File: src/operand_fetch_pkg.sv
package operand_fetch_pkg;

	localparam int n_channels = 16;

	typedef logic [3:0] chan_idx_t;
	typedef logic [4:0] opcode_t;
	typedef logic [3:0] pending_cnt_t;
	typedef logic [3:0] src_code_t;

	// Immediate source codes. Any other code reads as zero.
	localparam src_code_t src_reg_0 = 4'd0;
	localparam src_code_t src_reg_1 = 4'd1;
	localparam src_code_t src_half = 4'd3;
	localparam src_code_t src_top = 4'd4;

	// Source field of one operand.
	// Channel index or immediate code, picked by the operand's immediate flag.
	typedef union packed {
		chan_idx_t chan;
		src_code_t code;
	} src_sel_u;

endpackage

File: src/channel_file.sv
module channel_file #(
	parameter int data_width = 16
) (
	input logic clk,
	input logic reset,
	input logic channel_write_enable,
	input operand_fetch_pkg::chan_idx_t channel_write_addr,
	input logic [data_width - 1:0] channel_write_val,
	input operand_fetch_pkg::chan_idx_t read_addr_a,
	input operand_fetch_pkg::chan_idx_t read_addr_b,
	input operand_fetch_pkg::chan_idx_t read_addr_c,
	output logic [data_width - 1:0] read_val_a,
	output logic [data_width - 1:0] read_val_b,
	output logic [data_width - 1:0] read_val_c
);
	logic [data_width - 1:0] channels [operand_fetch_pkg::n_channels];

	always_ff @(posedge clk) begin
		if (reset) begin
			for (int i = 0; i < operand_fetch_pkg::n_channels; i++) begin
				channels[i] <= '0;
			end
		end else if (channel_write_enable) begin
			channels[channel_write_addr] <= channel_write_val;
		end
	end

	// One asynchronous read port per substage.
	assign read_val_a = channels[read_addr_a];
	assign read_val_b = channels[read_addr_b];
	assign read_val_c = channels[read_addr_c];

endmodule

File: src/pending_write_counter.sv
module pending_write_counter (
	input logic clk,
	input logic reset,
	input logic issue_write,
	input operand_fetch_pkg::chan_idx_t issue_dest,
	input logic channel_write_enable,
	input operand_fetch_pkg::chan_idx_t channel_write_addr,
	input operand_fetch_pkg::chan_idx_t query_idx,
	output operand_fetch_pkg::pending_cnt_t query_pending,
	output logic query_busy
);
	operand_fetch_pkg::pending_cnt_t counts [operand_fetch_pkg::n_channels];
	logic [operand_fetch_pkg::n_channels - 1:0] busy;
	logic [operand_fetch_pkg::n_channels - 1:0] inc_hit;
	logic [operand_fetch_pkg::n_channels - 1:0] dec_hit;

	always_comb begin
		inc_hit = '0;
		dec_hit = '0;
		inc_hit[issue_dest] = issue_write;
		dec_hit[channel_write_addr] = channel_write_enable;
	end

	always_ff @(posedge clk) begin
		if (reset) begin
			busy <= '0;
			for (int i = 0; i < operand_fetch_pkg::n_channels; i++) begin
				counts[i] <= '0;
			end
		end else begin
			for (int i = 0; i < operand_fetch_pkg::n_channels; i++) begin
				case ({inc_hit[i], dec_hit[i]})
					2'b10: begin
						counts[i] <= counts[i] + 1'b1;
						busy[i] <= 1'b1;
					end
					2'b01: begin
						// Never drops below zero.
						if (counts[i] != '0) begin
							counts[i] <= counts[i] - 1'b1;
						end
						busy[i] <= counts[i] > 4'd1;
					end
					default: busy[i] <= counts[i] != '0;
				endcase
			end
		end
	end

	assign query_pending = counts[query_idx];
	assign query_busy = busy[query_idx];

endmodule

File: src/fetch_control.sv
module fetch_control (
	input logic clk,
	input logic reset,
	input logic in_valid,
	input logic out_ready,
	input logic needs_hold,
	input logic resolved,
	output logic in_ready,
	output logic out_valid,
	output logic load_direct,
	output logic load_held,
	output logic capture,
	output logic holding
);
	localparam logic st_idle = 1'b0;
	localparam logic st_holding = 1'b1;

	logic state;
	logic out_free;
	logic take;

	// Output register is empty or drains this cycle.
	assign out_free = !out_valid || out_ready;

	assign holding = state == st_holding;
	assign in_ready = !holding && out_free;
	assign take = in_valid && in_ready;

	assign load_direct = take && !needs_hold;
	assign capture = take && needs_hold;
	assign load_held = holding && resolved && out_free;

	always_ff @(posedge clk) begin
		if (reset) begin
			state <= st_idle;
		end else begin
			case (state)
				st_idle: begin
					if (capture) begin
						state <= st_holding;
					end
				end
				default: begin
					if (load_held) begin
						state <= st_idle;
					end
				end
			endcase
		end
	end

	always_ff @(posedge clk) begin
		if (reset) begin
			out_valid <= 1'b0;
		end else if (load_direct || load_held) begin
			out_valid <= 1'b1;
		end else if (out_ready) begin
			out_valid <= 1'b0;
		end
	end

endmodule

File: src/operand_select.sv
module operand_select #(
	parameter int data_width = 16
) (
	input logic clk,
	input logic reset,
	input logic capture,
	input logic holding,
	input operand_fetch_pkg::src_sel_u src,
	input logic src_imm,
	input logic needed,
	input logic [data_width - 1:0] register_0,
	input logic [data_width - 1:0] register_1,
	input logic [data_width - 1:0] read_val,
	input operand_fetch_pkg::pending_cnt_t pending,
	input logic channel_write_enable,
	input operand_fetch_pkg::chan_idx_t channel_write_addr,
	input logic [data_width - 1:0] channel_write_val,
	output logic [data_width - 1:0] direct_val,
	output logic [data_width - 1:0] held_val,
	output logic resolved
);
	operand_fetch_pkg::chan_idx_t held_chan;
	logic [data_width - 1:0] imm_val;
	logic [data_width - 1:0] live_val;
	logic [data_width - 1:0] stored_val;
	logic stored;
	logic from_read;
	logic from_forward;

	always_comb begin
		imm_val = '0;
		case (src.code)
			operand_fetch_pkg::src_reg_0: imm_val = register_0;
			operand_fetch_pkg::src_reg_1: imm_val = register_1;
			operand_fetch_pkg::src_half: imm_val[data_width - 2] = 1'b1;
			operand_fetch_pkg::src_top: imm_val[data_width - 1] = 1'b1;
			default: imm_val = '0;
		endcase
	end

	assign direct_val = !needed ? '0 : (src_imm ? imm_val : read_val);

	// Last pending write lands this cycle, so take it off the writeback port.
	assign from_read = pending == '0;
	assign from_forward = pending == 4'd1 && channel_write_enable
		&& channel_write_addr == held_chan;

	assign live_val = from_read ? read_val : channel_write_val;
	assign held_val = stored ? stored_val : live_val;
	assign resolved = holding && (stored || from_read || from_forward);

	always_ff @(posedge clk) begin
		if (reset || capture) begin
			stored <= 1'b0;
		end else if (holding && (from_read || from_forward)) begin
			stored <= 1'b1;
		end
	end

	always_ff @(posedge clk) begin
		if (capture) begin
			held_chan <= src.chan;
		end
		if (holding && !stored && (from_read || from_forward)) begin
			stored_val <= live_val;
		end
	end

endmodule

File: src/fetch_substage.sv
module fetch_substage #(
	parameter int data_width = 16,
	parameter int slot = 0
) (
	input logic clk,
	input logic reset,
	input logic in_valid,
	input logic out_ready,
	input operand_fetch_pkg::opcode_t opcode_in,
	input operand_fetch_pkg::chan_idx_t dest_in,
	input logic writes_channel_in,
	input logic [data_width - 1:0] register_0_in, register_1_in,
	input operand_fetch_pkg::src_sel_u src_a_in, src_b_in, src_c_in,
	input logic src_a_imm_in, src_b_imm_in, src_c_imm_in,
	input logic arg_a_needed_in, arg_b_needed_in, arg_c_needed_in,
	input logic [data_width - 1:0] arg_a_in, arg_b_in, arg_c_in,
	input logic [data_width - 1:0] read_val,
	input logic channel_write_enable,
	input operand_fetch_pkg::chan_idx_t channel_write_addr,
	input logic [data_width - 1:0] channel_write_val,
	output logic in_ready,
	output logic out_valid,
	output operand_fetch_pkg::chan_idx_t read_addr,
	output operand_fetch_pkg::opcode_t opcode_out,
	output operand_fetch_pkg::chan_idx_t dest_out,
	output logic writes_channel_out,
	output logic [data_width - 1:0] register_0_out, register_1_out,
	output operand_fetch_pkg::src_sel_u src_a_out, src_b_out, src_c_out,
	output logic src_a_imm_out, src_b_imm_out, src_c_imm_out,
	output logic arg_a_needed_out, arg_b_needed_out, arg_c_needed_out,
	output logic [data_width - 1:0] arg_a_out, arg_b_out, arg_c_out
);
	operand_fetch_pkg::src_sel_u [2:0] src_live, src_held, src_cur;
	logic [2:0] imm_live, imm_held, imm_cur;
	logic [2:0] needed_live, needed_held, needed_cur;
	logic [2:0][data_width - 1:0] arg_live, arg_held, arg_cur, arg_q;
	operand_fetch_pkg::opcode_t opcode_held;
	operand_fetch_pkg::chan_idx_t dest_held, dest_cur;
	logic writes_channel_held, writes_channel_cur;
	logic [data_width - 1:0] register_0_held, register_1_held;
	logic [data_width - 1:0] direct_val, held_val;
	operand_fetch_pkg::pending_cnt_t pending;
	logic busy, resolved, needs_hold;
	logic holding, capture, load_direct, load_held, send;

	assign src_live = {src_c_in, src_b_in, src_a_in};
	assign imm_live = {src_c_imm_in, src_b_imm_in, src_a_imm_in};
	assign needed_live = {arg_c_needed_in, arg_b_needed_in, arg_a_needed_in};
	assign arg_live = {arg_c_in, arg_b_in, arg_a_in};

	// While holding, the captured instruction stands in for the input.
	assign src_cur = holding ? src_held : src_live;
	assign imm_cur = holding ? imm_held : imm_live;
	assign needed_cur = holding ? needed_held : needed_live;
	assign arg_cur = holding ? arg_held : arg_live;
	assign dest_cur = holding ? dest_held : dest_in;
	assign writes_channel_cur = holding ? writes_channel_held : writes_channel_in;

	assign read_addr = src_cur[slot].chan;
	assign needs_hold = needed_live[slot] && !imm_live[slot] && busy;
	assign send = load_direct || load_held;

	fetch_control control (
		.clk(clk), .reset(reset), .in_valid(in_valid), .out_ready(out_ready),
		.needs_hold(needs_hold), .resolved(resolved), .in_ready(in_ready),
		.out_valid(out_valid), .load_direct(load_direct), .load_held(load_held),
		.capture(capture), .holding(holding)
	);

	pending_write_counter counter (
		.clk(clk), .reset(reset), .issue_write(send && writes_channel_cur),
		.issue_dest(dest_cur), .channel_write_enable(channel_write_enable),
		.channel_write_addr(channel_write_addr), .query_idx(read_addr),
		.query_pending(pending), .query_busy(busy)
	);

	operand_select #(.data_width(data_width)) select (
		.clk(clk), .reset(reset), .capture(capture), .holding(holding),
		.src(src_live[slot]), .src_imm(imm_live[slot]), .needed(needed_live[slot]),
		.register_0(register_0_in), .register_1(register_1_in), .read_val(read_val),
		.pending(pending), .channel_write_enable(channel_write_enable),
		.channel_write_addr(channel_write_addr), .channel_write_val(channel_write_val),
		.direct_val(direct_val), .held_val(held_val), .resolved(resolved)
	);

	always_ff @(posedge clk) begin
		if (capture) begin
			opcode_held <= opcode_in;
			dest_held <= dest_in;
			writes_channel_held <= writes_channel_in;
			register_0_held <= register_0_in;
			register_1_held <= register_1_in;
			src_held <= src_live;
			imm_held <= imm_live;
			needed_held <= needed_live;
			arg_held <= arg_live;
		end
	end

	always_ff @(posedge clk) begin
		if (send) begin
			opcode_out <= holding ? opcode_held : opcode_in;
			dest_out <= dest_cur;
			writes_channel_out <= writes_channel_cur;
			register_0_out <= holding ? register_0_held : register_0_in;
			register_1_out <= holding ? register_1_held : register_1_in;
			{src_c_out, src_b_out, src_a_out} <= src_cur;
			{src_c_imm_out, src_b_imm_out, src_a_imm_out} <= imm_cur;
			{arg_c_needed_out, arg_b_needed_out, arg_a_needed_out} <= needed_cur;
			// Own operand gets the fetched value, the others pass through.
			for (int i = 0; i < 3; i++) begin
				arg_q[i] <= (i == slot) ? (holding ? held_val : direct_val) : arg_cur[i];
			end
		end
	end

	assign {arg_c_out, arg_b_out, arg_a_out} = arg_q;

endmodule

File: src/operand_fetch_stage.sv
module operand_fetch_stage #(
	parameter int data_width = 16
) (
	input logic clk,
	input logic reset,
	input logic in_valid,
	output logic in_ready,
	input operand_fetch_pkg::opcode_t opcode,
	input operand_fetch_pkg::chan_idx_t dest,
	input logic writes_channel,
	input logic [data_width - 1:0] register_0, register_1,
	input operand_fetch_pkg::src_sel_u src_a, src_b, src_c,
	input logic src_a_imm, src_b_imm, src_c_imm,
	input logic arg_a_needed, arg_b_needed, arg_c_needed,
	output logic out_valid,
	input logic out_ready,
	output operand_fetch_pkg::opcode_t opcode_out,
	output operand_fetch_pkg::chan_idx_t dest_out,
	output logic writes_channel_out,
	output logic [data_width - 1:0] arg_a, arg_b, arg_c,
	input logic channel_write_enable,
	input operand_fetch_pkg::chan_idx_t channel_write_addr,
	input logic [data_width - 1:0] channel_write_val
);
	logic valid_ab, ready_ab, valid_bc, ready_bc;
	logic writes_ab, writes_bc;
	logic [2:0] imm_ab, imm_bc, need_ab, need_bc;
	operand_fetch_pkg::opcode_t opcode_ab, opcode_bc;
	operand_fetch_pkg::chan_idx_t dest_ab, dest_bc, addr_a, addr_b, addr_c;
	operand_fetch_pkg::src_sel_u src_a_ab, src_b_ab, src_c_ab, src_a_bc, src_b_bc, src_c_bc;
	logic [data_width - 1:0] r0_ab, r1_ab, r0_bc, r1_bc, val_a, val_b, val_c;
	logic [data_width - 1:0] arg_a_ab, arg_b_ab, arg_c_ab, arg_a_bc, arg_b_bc, arg_c_bc;

	channel_file #(.data_width(data_width)) channels (
		.clk(clk), .reset(reset), .channel_write_enable(channel_write_enable),
		.channel_write_addr(channel_write_addr), .channel_write_val(channel_write_val),
		.read_addr_a(addr_a), .read_addr_b(addr_b), .read_addr_c(addr_c),
		.read_val_a(val_a), .read_val_b(val_b), .read_val_c(val_c)
	);

	fetch_substage #(.data_width(data_width), .slot(0)) fetch_a (
		.clk(clk), .reset(reset), .in_valid(in_valid), .in_ready(in_ready),
		.out_valid(valid_ab), .out_ready(ready_ab), .read_addr(addr_a), .read_val(val_a),
		.opcode_in(opcode), .dest_in(dest), .writes_channel_in(writes_channel),
		.register_0_in(register_0), .register_1_in(register_1),
		.src_a_in(src_a), .src_b_in(src_b), .src_c_in(src_c),
		.src_a_imm_in(src_a_imm), .src_b_imm_in(src_b_imm), .src_c_imm_in(src_c_imm),
		.arg_a_needed_in(arg_a_needed), .arg_b_needed_in(arg_b_needed),
		.arg_c_needed_in(arg_c_needed), .arg_a_in('0), .arg_b_in('0), .arg_c_in('0),
		.channel_write_enable(channel_write_enable), .channel_write_addr(channel_write_addr),
		.channel_write_val(channel_write_val),
		.opcode_out(opcode_ab), .dest_out(dest_ab), .writes_channel_out(writes_ab),
		.register_0_out(r0_ab), .register_1_out(r1_ab),
		.src_a_out(src_a_ab), .src_b_out(src_b_ab), .src_c_out(src_c_ab),
		.src_a_imm_out(imm_ab[0]), .src_b_imm_out(imm_ab[1]), .src_c_imm_out(imm_ab[2]),
		.arg_a_needed_out(need_ab[0]), .arg_b_needed_out(need_ab[1]),
		.arg_c_needed_out(need_ab[2]),
		.arg_a_out(arg_a_ab), .arg_b_out(arg_b_ab), .arg_c_out(arg_c_ab)
	);

	fetch_substage #(.data_width(data_width), .slot(1)) fetch_b (
		.clk(clk), .reset(reset), .in_valid(valid_ab), .in_ready(ready_ab),
		.out_valid(valid_bc), .out_ready(ready_bc), .read_addr(addr_b), .read_val(val_b),
		.opcode_in(opcode_ab), .dest_in(dest_ab), .writes_channel_in(writes_ab),
		.register_0_in(r0_ab), .register_1_in(r1_ab),
		.src_a_in(src_a_ab), .src_b_in(src_b_ab), .src_c_in(src_c_ab),
		.src_a_imm_in(imm_ab[0]), .src_b_imm_in(imm_ab[1]), .src_c_imm_in(imm_ab[2]),
		.arg_a_needed_in(need_ab[0]), .arg_b_needed_in(need_ab[1]),
		.arg_c_needed_in(need_ab[2]),
		.arg_a_in(arg_a_ab), .arg_b_in(arg_b_ab), .arg_c_in(arg_c_ab),
		.channel_write_enable(channel_write_enable), .channel_write_addr(channel_write_addr),
		.channel_write_val(channel_write_val),
		.opcode_out(opcode_bc), .dest_out(dest_bc), .writes_channel_out(writes_bc),
		.register_0_out(r0_bc), .register_1_out(r1_bc),
		.src_a_out(src_a_bc), .src_b_out(src_b_bc), .src_c_out(src_c_bc),
		.src_a_imm_out(imm_bc[0]), .src_b_imm_out(imm_bc[1]), .src_c_imm_out(imm_bc[2]),
		.arg_a_needed_out(need_bc[0]), .arg_b_needed_out(need_bc[1]),
		.arg_c_needed_out(need_bc[2]),
		.arg_a_out(arg_a_bc), .arg_b_out(arg_b_bc), .arg_c_out(arg_c_bc)
	);

	// Last substage delivers only the opcode, dest, write flag and the three operands.
	fetch_substage #(.data_width(data_width), .slot(2)) fetch_c (
		.clk(clk), .reset(reset), .in_valid(valid_bc), .in_ready(ready_bc),
		.out_valid(out_valid), .out_ready(out_ready), .read_addr(addr_c), .read_val(val_c),
		.opcode_in(opcode_bc), .dest_in(dest_bc), .writes_channel_in(writes_bc),
		.register_0_in(r0_bc), .register_1_in(r1_bc),
		.src_a_in(src_a_bc), .src_b_in(src_b_bc), .src_c_in(src_c_bc),
		.src_a_imm_in(imm_bc[0]), .src_b_imm_in(imm_bc[1]), .src_c_imm_in(imm_bc[2]),
		.arg_a_needed_in(need_bc[0]), .arg_b_needed_in(need_bc[1]),
		.arg_c_needed_in(need_bc[2]),
		.arg_a_in(arg_a_bc), .arg_b_in(arg_b_bc), .arg_c_in(arg_c_bc),
		.channel_write_enable(channel_write_enable), .channel_write_addr(channel_write_addr),
		.channel_write_val(channel_write_val),
		.opcode_out(opcode_out), .dest_out(dest_out), .writes_channel_out(writes_channel_out),
		.register_0_out(), .register_1_out(),
		.src_a_out(), .src_b_out(), .src_c_out(),
		.src_a_imm_out(), .src_b_imm_out(), .src_c_imm_out(),
		.arg_a_needed_out(), .arg_b_needed_out(), .arg_c_needed_out(),
		.arg_a_out(arg_a), .arg_b_out(arg_b), .arg_c_out(arg_c)
	);

endmodule

File: config.mk
export PLATFORM = sky130hd
export DESIGN_NAME = operand_fetch_stage
export DESIGN_NICKNAME = d
export VERILOG_FILES = /design/src/operand_fetch_pkg.sv /design/src/channel_file.sv /design/src/pending_write_counter.sv /design/src/fetch_control.sv /design/src/operand_select.sv /design/src/fetch_substage.sv /design/src/operand_fetch_stage.sv
export SDC_FILE = /design/constraint.sdc
export NUM_CORES = 2
export LEC_CHECK = 0
export BUFFER_PORTS_ARGS = -buffer_cell sky130_fd_sc_hd__buf_2
export CAP_MARGIN = 25
export CORE_MARGIN = 2
export CORE_UTILIZATION = 40
export DETAILED_ROUTE_END_ITERATION = 10
export PLACE_DENSITY = 0.65
export SETUP_SLACK_MARGIN = 0.02
export SYNTH_ARGS = -nofsm -noshare
export SYNTH_HDL_FRONTEND = slang
export SYNTH_SLANG_ARGS = --single-unit
File: constraint.sdc
create_clock -name clk -period 18.5 [get_ports clk]
set_clock_uncertainty 0.05 [all_clocks]
set_input_delay 0.925 -clock clk [delete_from_list [all_inputs] [get_ports clk]]
set_output_delay 0.925 -clock clk [all_outputs]
set_load 0.005 [all_outputs]
; After elaboration in Yosys (flattened, before gate mapping)
; Memories as Yosys holds them, arrays and structs flattened.
; Index checks and enable logic that the tools add are counted.
[op_classes]
n_eq_ne = 111
n_mul = 0
n_bitwise = 100
n_mux = 563
n_addsub = 96
n_div = 0
n_lt_le_gt_ge = 59
shifts = 0
n_reduce_logical = 140
[ops]
columns = operator, count
row1 = 4-bit 2-to-1 mux, 100
row2 = 1-bit 2-to-1 mux, 367
row3 = 16-bit 2-to-1 mux, 21
row4 = "4-bit by 1-bit adder with 4-bit output, second input constant", 48
row5 = "4-bit by 1-bit greater-than comparator with 1-bit output, second input constant", 48
row6 = 4-bit nonzero test, 48
row7 = "4-bit by 1-bit subtractor with 4-bit output, second input constant", 48
row8 = "2-bit by 1-bit == test with 1-bit output, second input constant", 48
row9 = "2-bit == test, second input constant", 48
row10 = 1-bit OR, 96
row11 = 1-bit case mux with 2 select lines, 48
row12 = 14-bit case mux with 2 select lines, 3
row13 = 16-bit AND, 4
row14 = 1-bit logical AND, 49
row15 = 12-bit 2-to-1 mux, 3
row16 = "4-bit by 5-bit less-than comparator with 1-bit output, second input constant", 7
row17 = 32-bit 2-to-1 mux, 1
row18 = "4-bit by 1-bit == test with 1-bit output, second input constant", 6
row19 = 4-bit logical NOT, 6
row20 = 1-bit logical OR, 18
row21 = 1-bit case mux with 3 select lines, 6
row22 = 1-bit demux with 4-bit select, 4
row23 = "4-bit by 1-bit >= comparator with 1-bit output, second input constant", 4
row24 = 16-bit OR reduction, 1
row25 = 8 further kinds, 37
[word_totals]
in_bits = 85
romBits = 0
wordCells = 1150
latch_bits = 0
n_memories = 4
out_inout_bits = 60
mem_bits_rw = 448
regBits = 517
[memory_table]
columns = name, depth, width, read_ports, rd_clocked_by_memory_dff, wr, line_no
row1 = channels.channels, 16, 16, 3, 0, 16, channel_file.sv:16  ; logic [data_width - 1:0] channels [operand_fetch_pkg::n_channels];
row2 = fetch_a.counter.counts, 16, 4, 17, 0, 16, pending_write_counter.sv:12  ; operand_fetch_pkg::pending_cnt_t counts [operand_fetch_pkg::n_channels];
row3 = fetch_b.counter.counts, 16, 4, 17, 0, 16, pending_write_counter.sv:12
row4 = fetch_c.counter.counts, 16, 4, 17, 0, 16, pending_write_counter.sv:12

; Longest topological paths before layout
[logic_depth]
depth_word = 18
depth_mapped = 19
ltp_nobuf = 15

; By module
; Synthesis repeated with hierarchy kept, for this count alone.
[hier_totals]
hier_cells = 4704
area_unflattened_um2 = 63866.3
[by_module_without_submodules]
columns = module, area_each_um2, cells_each, n_inst
row1 = fetch_substage, 7475.9, 328, 3
row2 = channel_file, 15247.1, 996, 1
row3 = pending_write_counter (fetch_b.counter), 6957.9, 748, 1
row4 = pending_write_counter (fetch_a.counter), 6877.8, 743, 1
row5 = pending_write_counter (fetch_c.counter), 6841.6, 734, 1
row6 = operand_select, 1714.1, 152, 3
row7 = fetch_control, 122.6, 14, 3
row8 = operand_fetch_stage, 3.8, 1, 1

; Worst setup path before layout
; OpenSTA, ideal clock, no wires.
[synth_timing]
path_type = reg-to-reg
from = reg fetch_a.src_b_out[1] (netlist name)
to = reg fetch_b.arg_held[0] (netlist name) (enable)
setup_time_ns = 0.693
setup_slack_ns = 8.884
path_stages_with_launch = 8
t_arrival_ns = 8.873
path_buffers = 1
cell_sequence = edfxtp_1 -> mux2i_2 -> buf_2 -> mux2i_1 -> mux2_2 -> o211ai_1 -> o31a_1 -> nor4b_1
[synth_between]
elab_chain_cells = 5
[synth_lines]
columns = element, line_no
row1 = from (decl), fetch_substage.sv:28  ; output operand_fetch_pkg::src_sel_u src_a_out, src_b_out, src_c_out,
row2 = from (signal assigned), fetch_substage.sv:107  ; {src_c_out, src_b_out, src_a_out} <= src_cur;
row3 = 12-bit 2-to-1 mux, fetch_substage.sv:52  ; assign src_cur = holding ? src_held : src_live;
row4 = 1-bit binary-select mux with 4-bit select, pending_write_counter.sv:51  ; assign query_busy = busy[query_idx];
row5 = 1-bit 2-to-1 mux (not written as such), pending_write_counter.sv:51
row6 = 1-bit logical AND, fetch_substage.sv:60  ; assign needs_hold = needed_live[slot] && !imm_live[slot] && busy;
row7 = 1-bit logical AND, fetch_control.sv:30  ; assign capture = take && needs_hold;
row8 = net fetch_b.capture, fetch_substage.sv:44  ; logic holding, capture, load_direct, load_held, send;
row9 = to (signal assigned), fetch_substage.sv:96  ; arg_held <= arg_live;
row10 = to (decl), fetch_substage.sv:36  ; logic [2:0][data_width - 1:0] arg_live, arg_held, arg_cur, arg_q;
; The timed path passes the listed nets, and every way through them passes these cells. The select of a mux whose other input is x is not followed.
; A chain may end at the register's enable or synchronous reset.

==> results.md <==
- Critical path data arrival time: 6.34 ns
- CTS Buffer Depth: 3
- Sequential share of the synthesized area: slightly above 50%
- Fin Setup TNS: 0 ns
- Core Area: roughly 130000 µm²
- Buf+Inv Stages, Crit Path: 3
- Synth top area share: a little under 50%
- Routed WL: approximately 170000 µm
- Syn. warnings: 0
- Worst setup EP type: flop
- Largest net degree at the start of global routing: about 150
- Hold Path Depth: 1
- Setup violators final: 0
- Synth-to-Final Area Change: 11.4%
- Pre-antenna DRT Iters: 6
- Worst-path maximum fanout: 46
- Status: complete, no violations
- First-pass GRT wire length: ~250000 µm
- Synth cell types: 70
- Post-CTS setup buffer count: 0
- Hold Buf Count CTS: 0
- Clock buffer count from CTS: ~100
- Post-DR vias/cell: ~6.2
- Antenna-violating nets left: 0
- Drc violations: 0
- VDD IR max: approximately 0.000074 V
- Max Slew Vio Count: 0
- Vias in the first global route: 39200
- CP top delay family: compound AO/OA/AOI/OAI gates
- Most Frequent Cell on Critical Path: a21oi_1
- Min-delay worst type: input pin to flop
- Critical path depth: 16
- Lkg Pwr: around 21 nW
- Via count: ~41000
- Syn avg cell area: 11.2 µm²
- Crit-path cells: buf_4 > mux2_4 > mux4_2 > and2_1 > a311oi_1 > o311a_1 > a311oi_4 > buf_4 > or4_1 > ha_1 > inv_1 > a21oi_1 > o21ai_0 > a21oi_1 > o21ai_0 > a21oi_1
- CTS tree: built
- H-tree levels: 3
- RSZ-0062 raised after global routing: false
- Clk_lat worst skew: 0.74 ns
- Slowest cell on crit path: mux2_4
- Dominant cell by count in the synthesized netlist: edfxtp_1
- Post-synth top flop: edfxtp_1
- Fmax: 169 MHz
- Gr ovfl total: 0
- Worst Reg-to-Reg Cells: 16
- Clock transition at path regs: 0.07 ns
- Asr flop ratio synth: 0%
- Worst Path Required: between 15 and 20 ns
- Layout cells sized above 1: roughly 16%
- Synth Register Bits: around 930
- Power density cells: 92.6 nW/µm²
- Min cycle time layout: 5.93 ns
- Initial DRC count: approximately 5600
- DR WL/cell: around 26 µm
- Die height: around 370 µm
- CTS Root Cell: clkbuf_16
- Hold WS: around 0.36 ns
- Count of input and output buffers: 144
- Top Ports: 145
- # rows: between 100 and 150
- Slew HR: about 26%
- Synthesized area: ~53000 µm²
- Post-synth top cells: 876 x edfxtp_1, 600 x nand2_1, 324 x nor2_1, 291 x nor3_1, 248 x clkbuf_1
- HPWL Detailed: approximately 110000 µm
- Part of the cycle the worst path needs: between 30% and 40%
- Syn nets: 5062
- Top post-synthesis cells by area: edfxtp_1 49%, mux4_2 6.1%, ha_1 5.6%
- Nets: ~5100
- Cells after Synth: 4737
- DIE AREA: approximately 140000 µm²
- Critical path type: flop to flop
- Final hold viol count: 0
- Critical Path Max Stage Delay: 0.70 ns
- Antenna violations before repair: 13
- Startpoint types: flop
- Post-cts resize count: 0
- Routability congestion estimate: 0.916
- Slew @ Worst Pin: around 1.1 ns
- Area leader, netlist: edfxtp_1
- Die W: 369 µm
- Max-cap violation count: 0
- Starting density of the core: between 40% and 50%
- Gr usage total: 24.4%
- Clock sinks: between 900 and 1000
- Post-synth EDFFs: between 800 and 900
-- final cells by class --
class | instances | area (µm²)
sequential | 933 | 27500
fill | 12000 | 72400
tap | 1755 | 2200
timing repair buffer | 241 | 1620
antenna | 12 | 30.0
clock buffer | 121 | 2600
multi-input combinational | 3284 | 24000
inverter | 189 | 712
clock inverter | 61 | 702
-- power by group --
group          internal, mW  switching, mW  leakage [nW]  total [mW]
clock                  1.18          0.875          1.63        2.06
sequential             2.47          0.104          8.87        2.57
combinational         0.310          0.559          10.4       0.869
-- flip-flops by register name, summed over array words and instances, names as in the netlist, 32 cells and up --
register                count
fetch_c.arg_held           32
fetch_a.counter.counts     64
fetch_b.counter.counts     64
fetch_c.counter.counts     64
channels.channels         256
-- placed cells by master (no fill, tap or decap), types with 69 or more instances in the layout --
cell       instances
clkbuf_16         99
mux4_2           145
nor4_1           112
buf_2            143
mux2_2           193
ha_1             240
a21oi_1          143
a211oi_1          71
o21ai_0          122
inv_1            170
xor2_1            69
and3_1            69
nand3_1          129
buf_4             87
nand2_1          598
nor2_1           324
edfxtp_1         876
nor3_1           289
-- metal layers --
layer | GRT usage [%] | routed length, µm | vias up
met4 | 10.7 | 7420 | 10
li1 | - | - | 18000
met2 | 36.7 | 74300 | 2472
met5 | 1.18 | 278 | -
met3 | 6.98 | 21000 | 460
met1 | 32.6 | 66700 | 20300
-- kinds of logic (layout without fill, tap and decap cells) --
| group | count (synthesis) | after routing | synth area share (%) |
|---|---|---|---|
| AO/OA/AOI/OAI | 748 | 748 | 9.76 |
| XOR/XNOR | 124 | 124 | 2.04 |
| adder cells (fa/ha/maj) | 240 | 240 | 5.64 |
| buffers and inverters | 520 | 612 | 3.80 |
| flip-flops | 933 | 933 | 51.5 |
| multiplexers | 418 | 418 | 11.7 |
| other | 0 | 12 | 0 |
| AND/OR/NAND/NOR | 1754 | 1754 | 15.5 |
-- path summary, 6_finish.rpt --
path                                       from                                         end  slack, ns
min                                    src_c[0]               fetch_a.src_held[8]$_DFFE_PP_       0.36
max          fetch_c.control.holding$_SDFF_PP0_  fetch_c.counter.counts[8][3]$_SDFFCE_PN0P_      12.57
min reg2reg       fetch_b.dest_out[3]$_DFFE_PP_              fetch_c.dest_held[3]$_DFFE_PP_       0.39
max reg2reg  fetch_c.control.holding$_SDFF_PP0_  fetch_c.counter.counts[8][3]$_SDFFCE_PN0P_      12.57
-- per-stage QoR --
stage                     utilization [%]  power (mW)  cells  instance area, µm²  setup slack, ns
after CTS                            44.9        5.49   6578               59200            12.54
after floorplan                         -        3.14   4737               53300             8.88
after global placement               42.3        3.43   6393               55800            12.72
after detailed placement             42.4        3.45   6396               55900            12.55
final                                45.0        5.50   6596               59400            12.57
after global routing                 45.0        5.66   6593               59400            12.33
No activity file was read; power rests on OpenSTA's default activity.
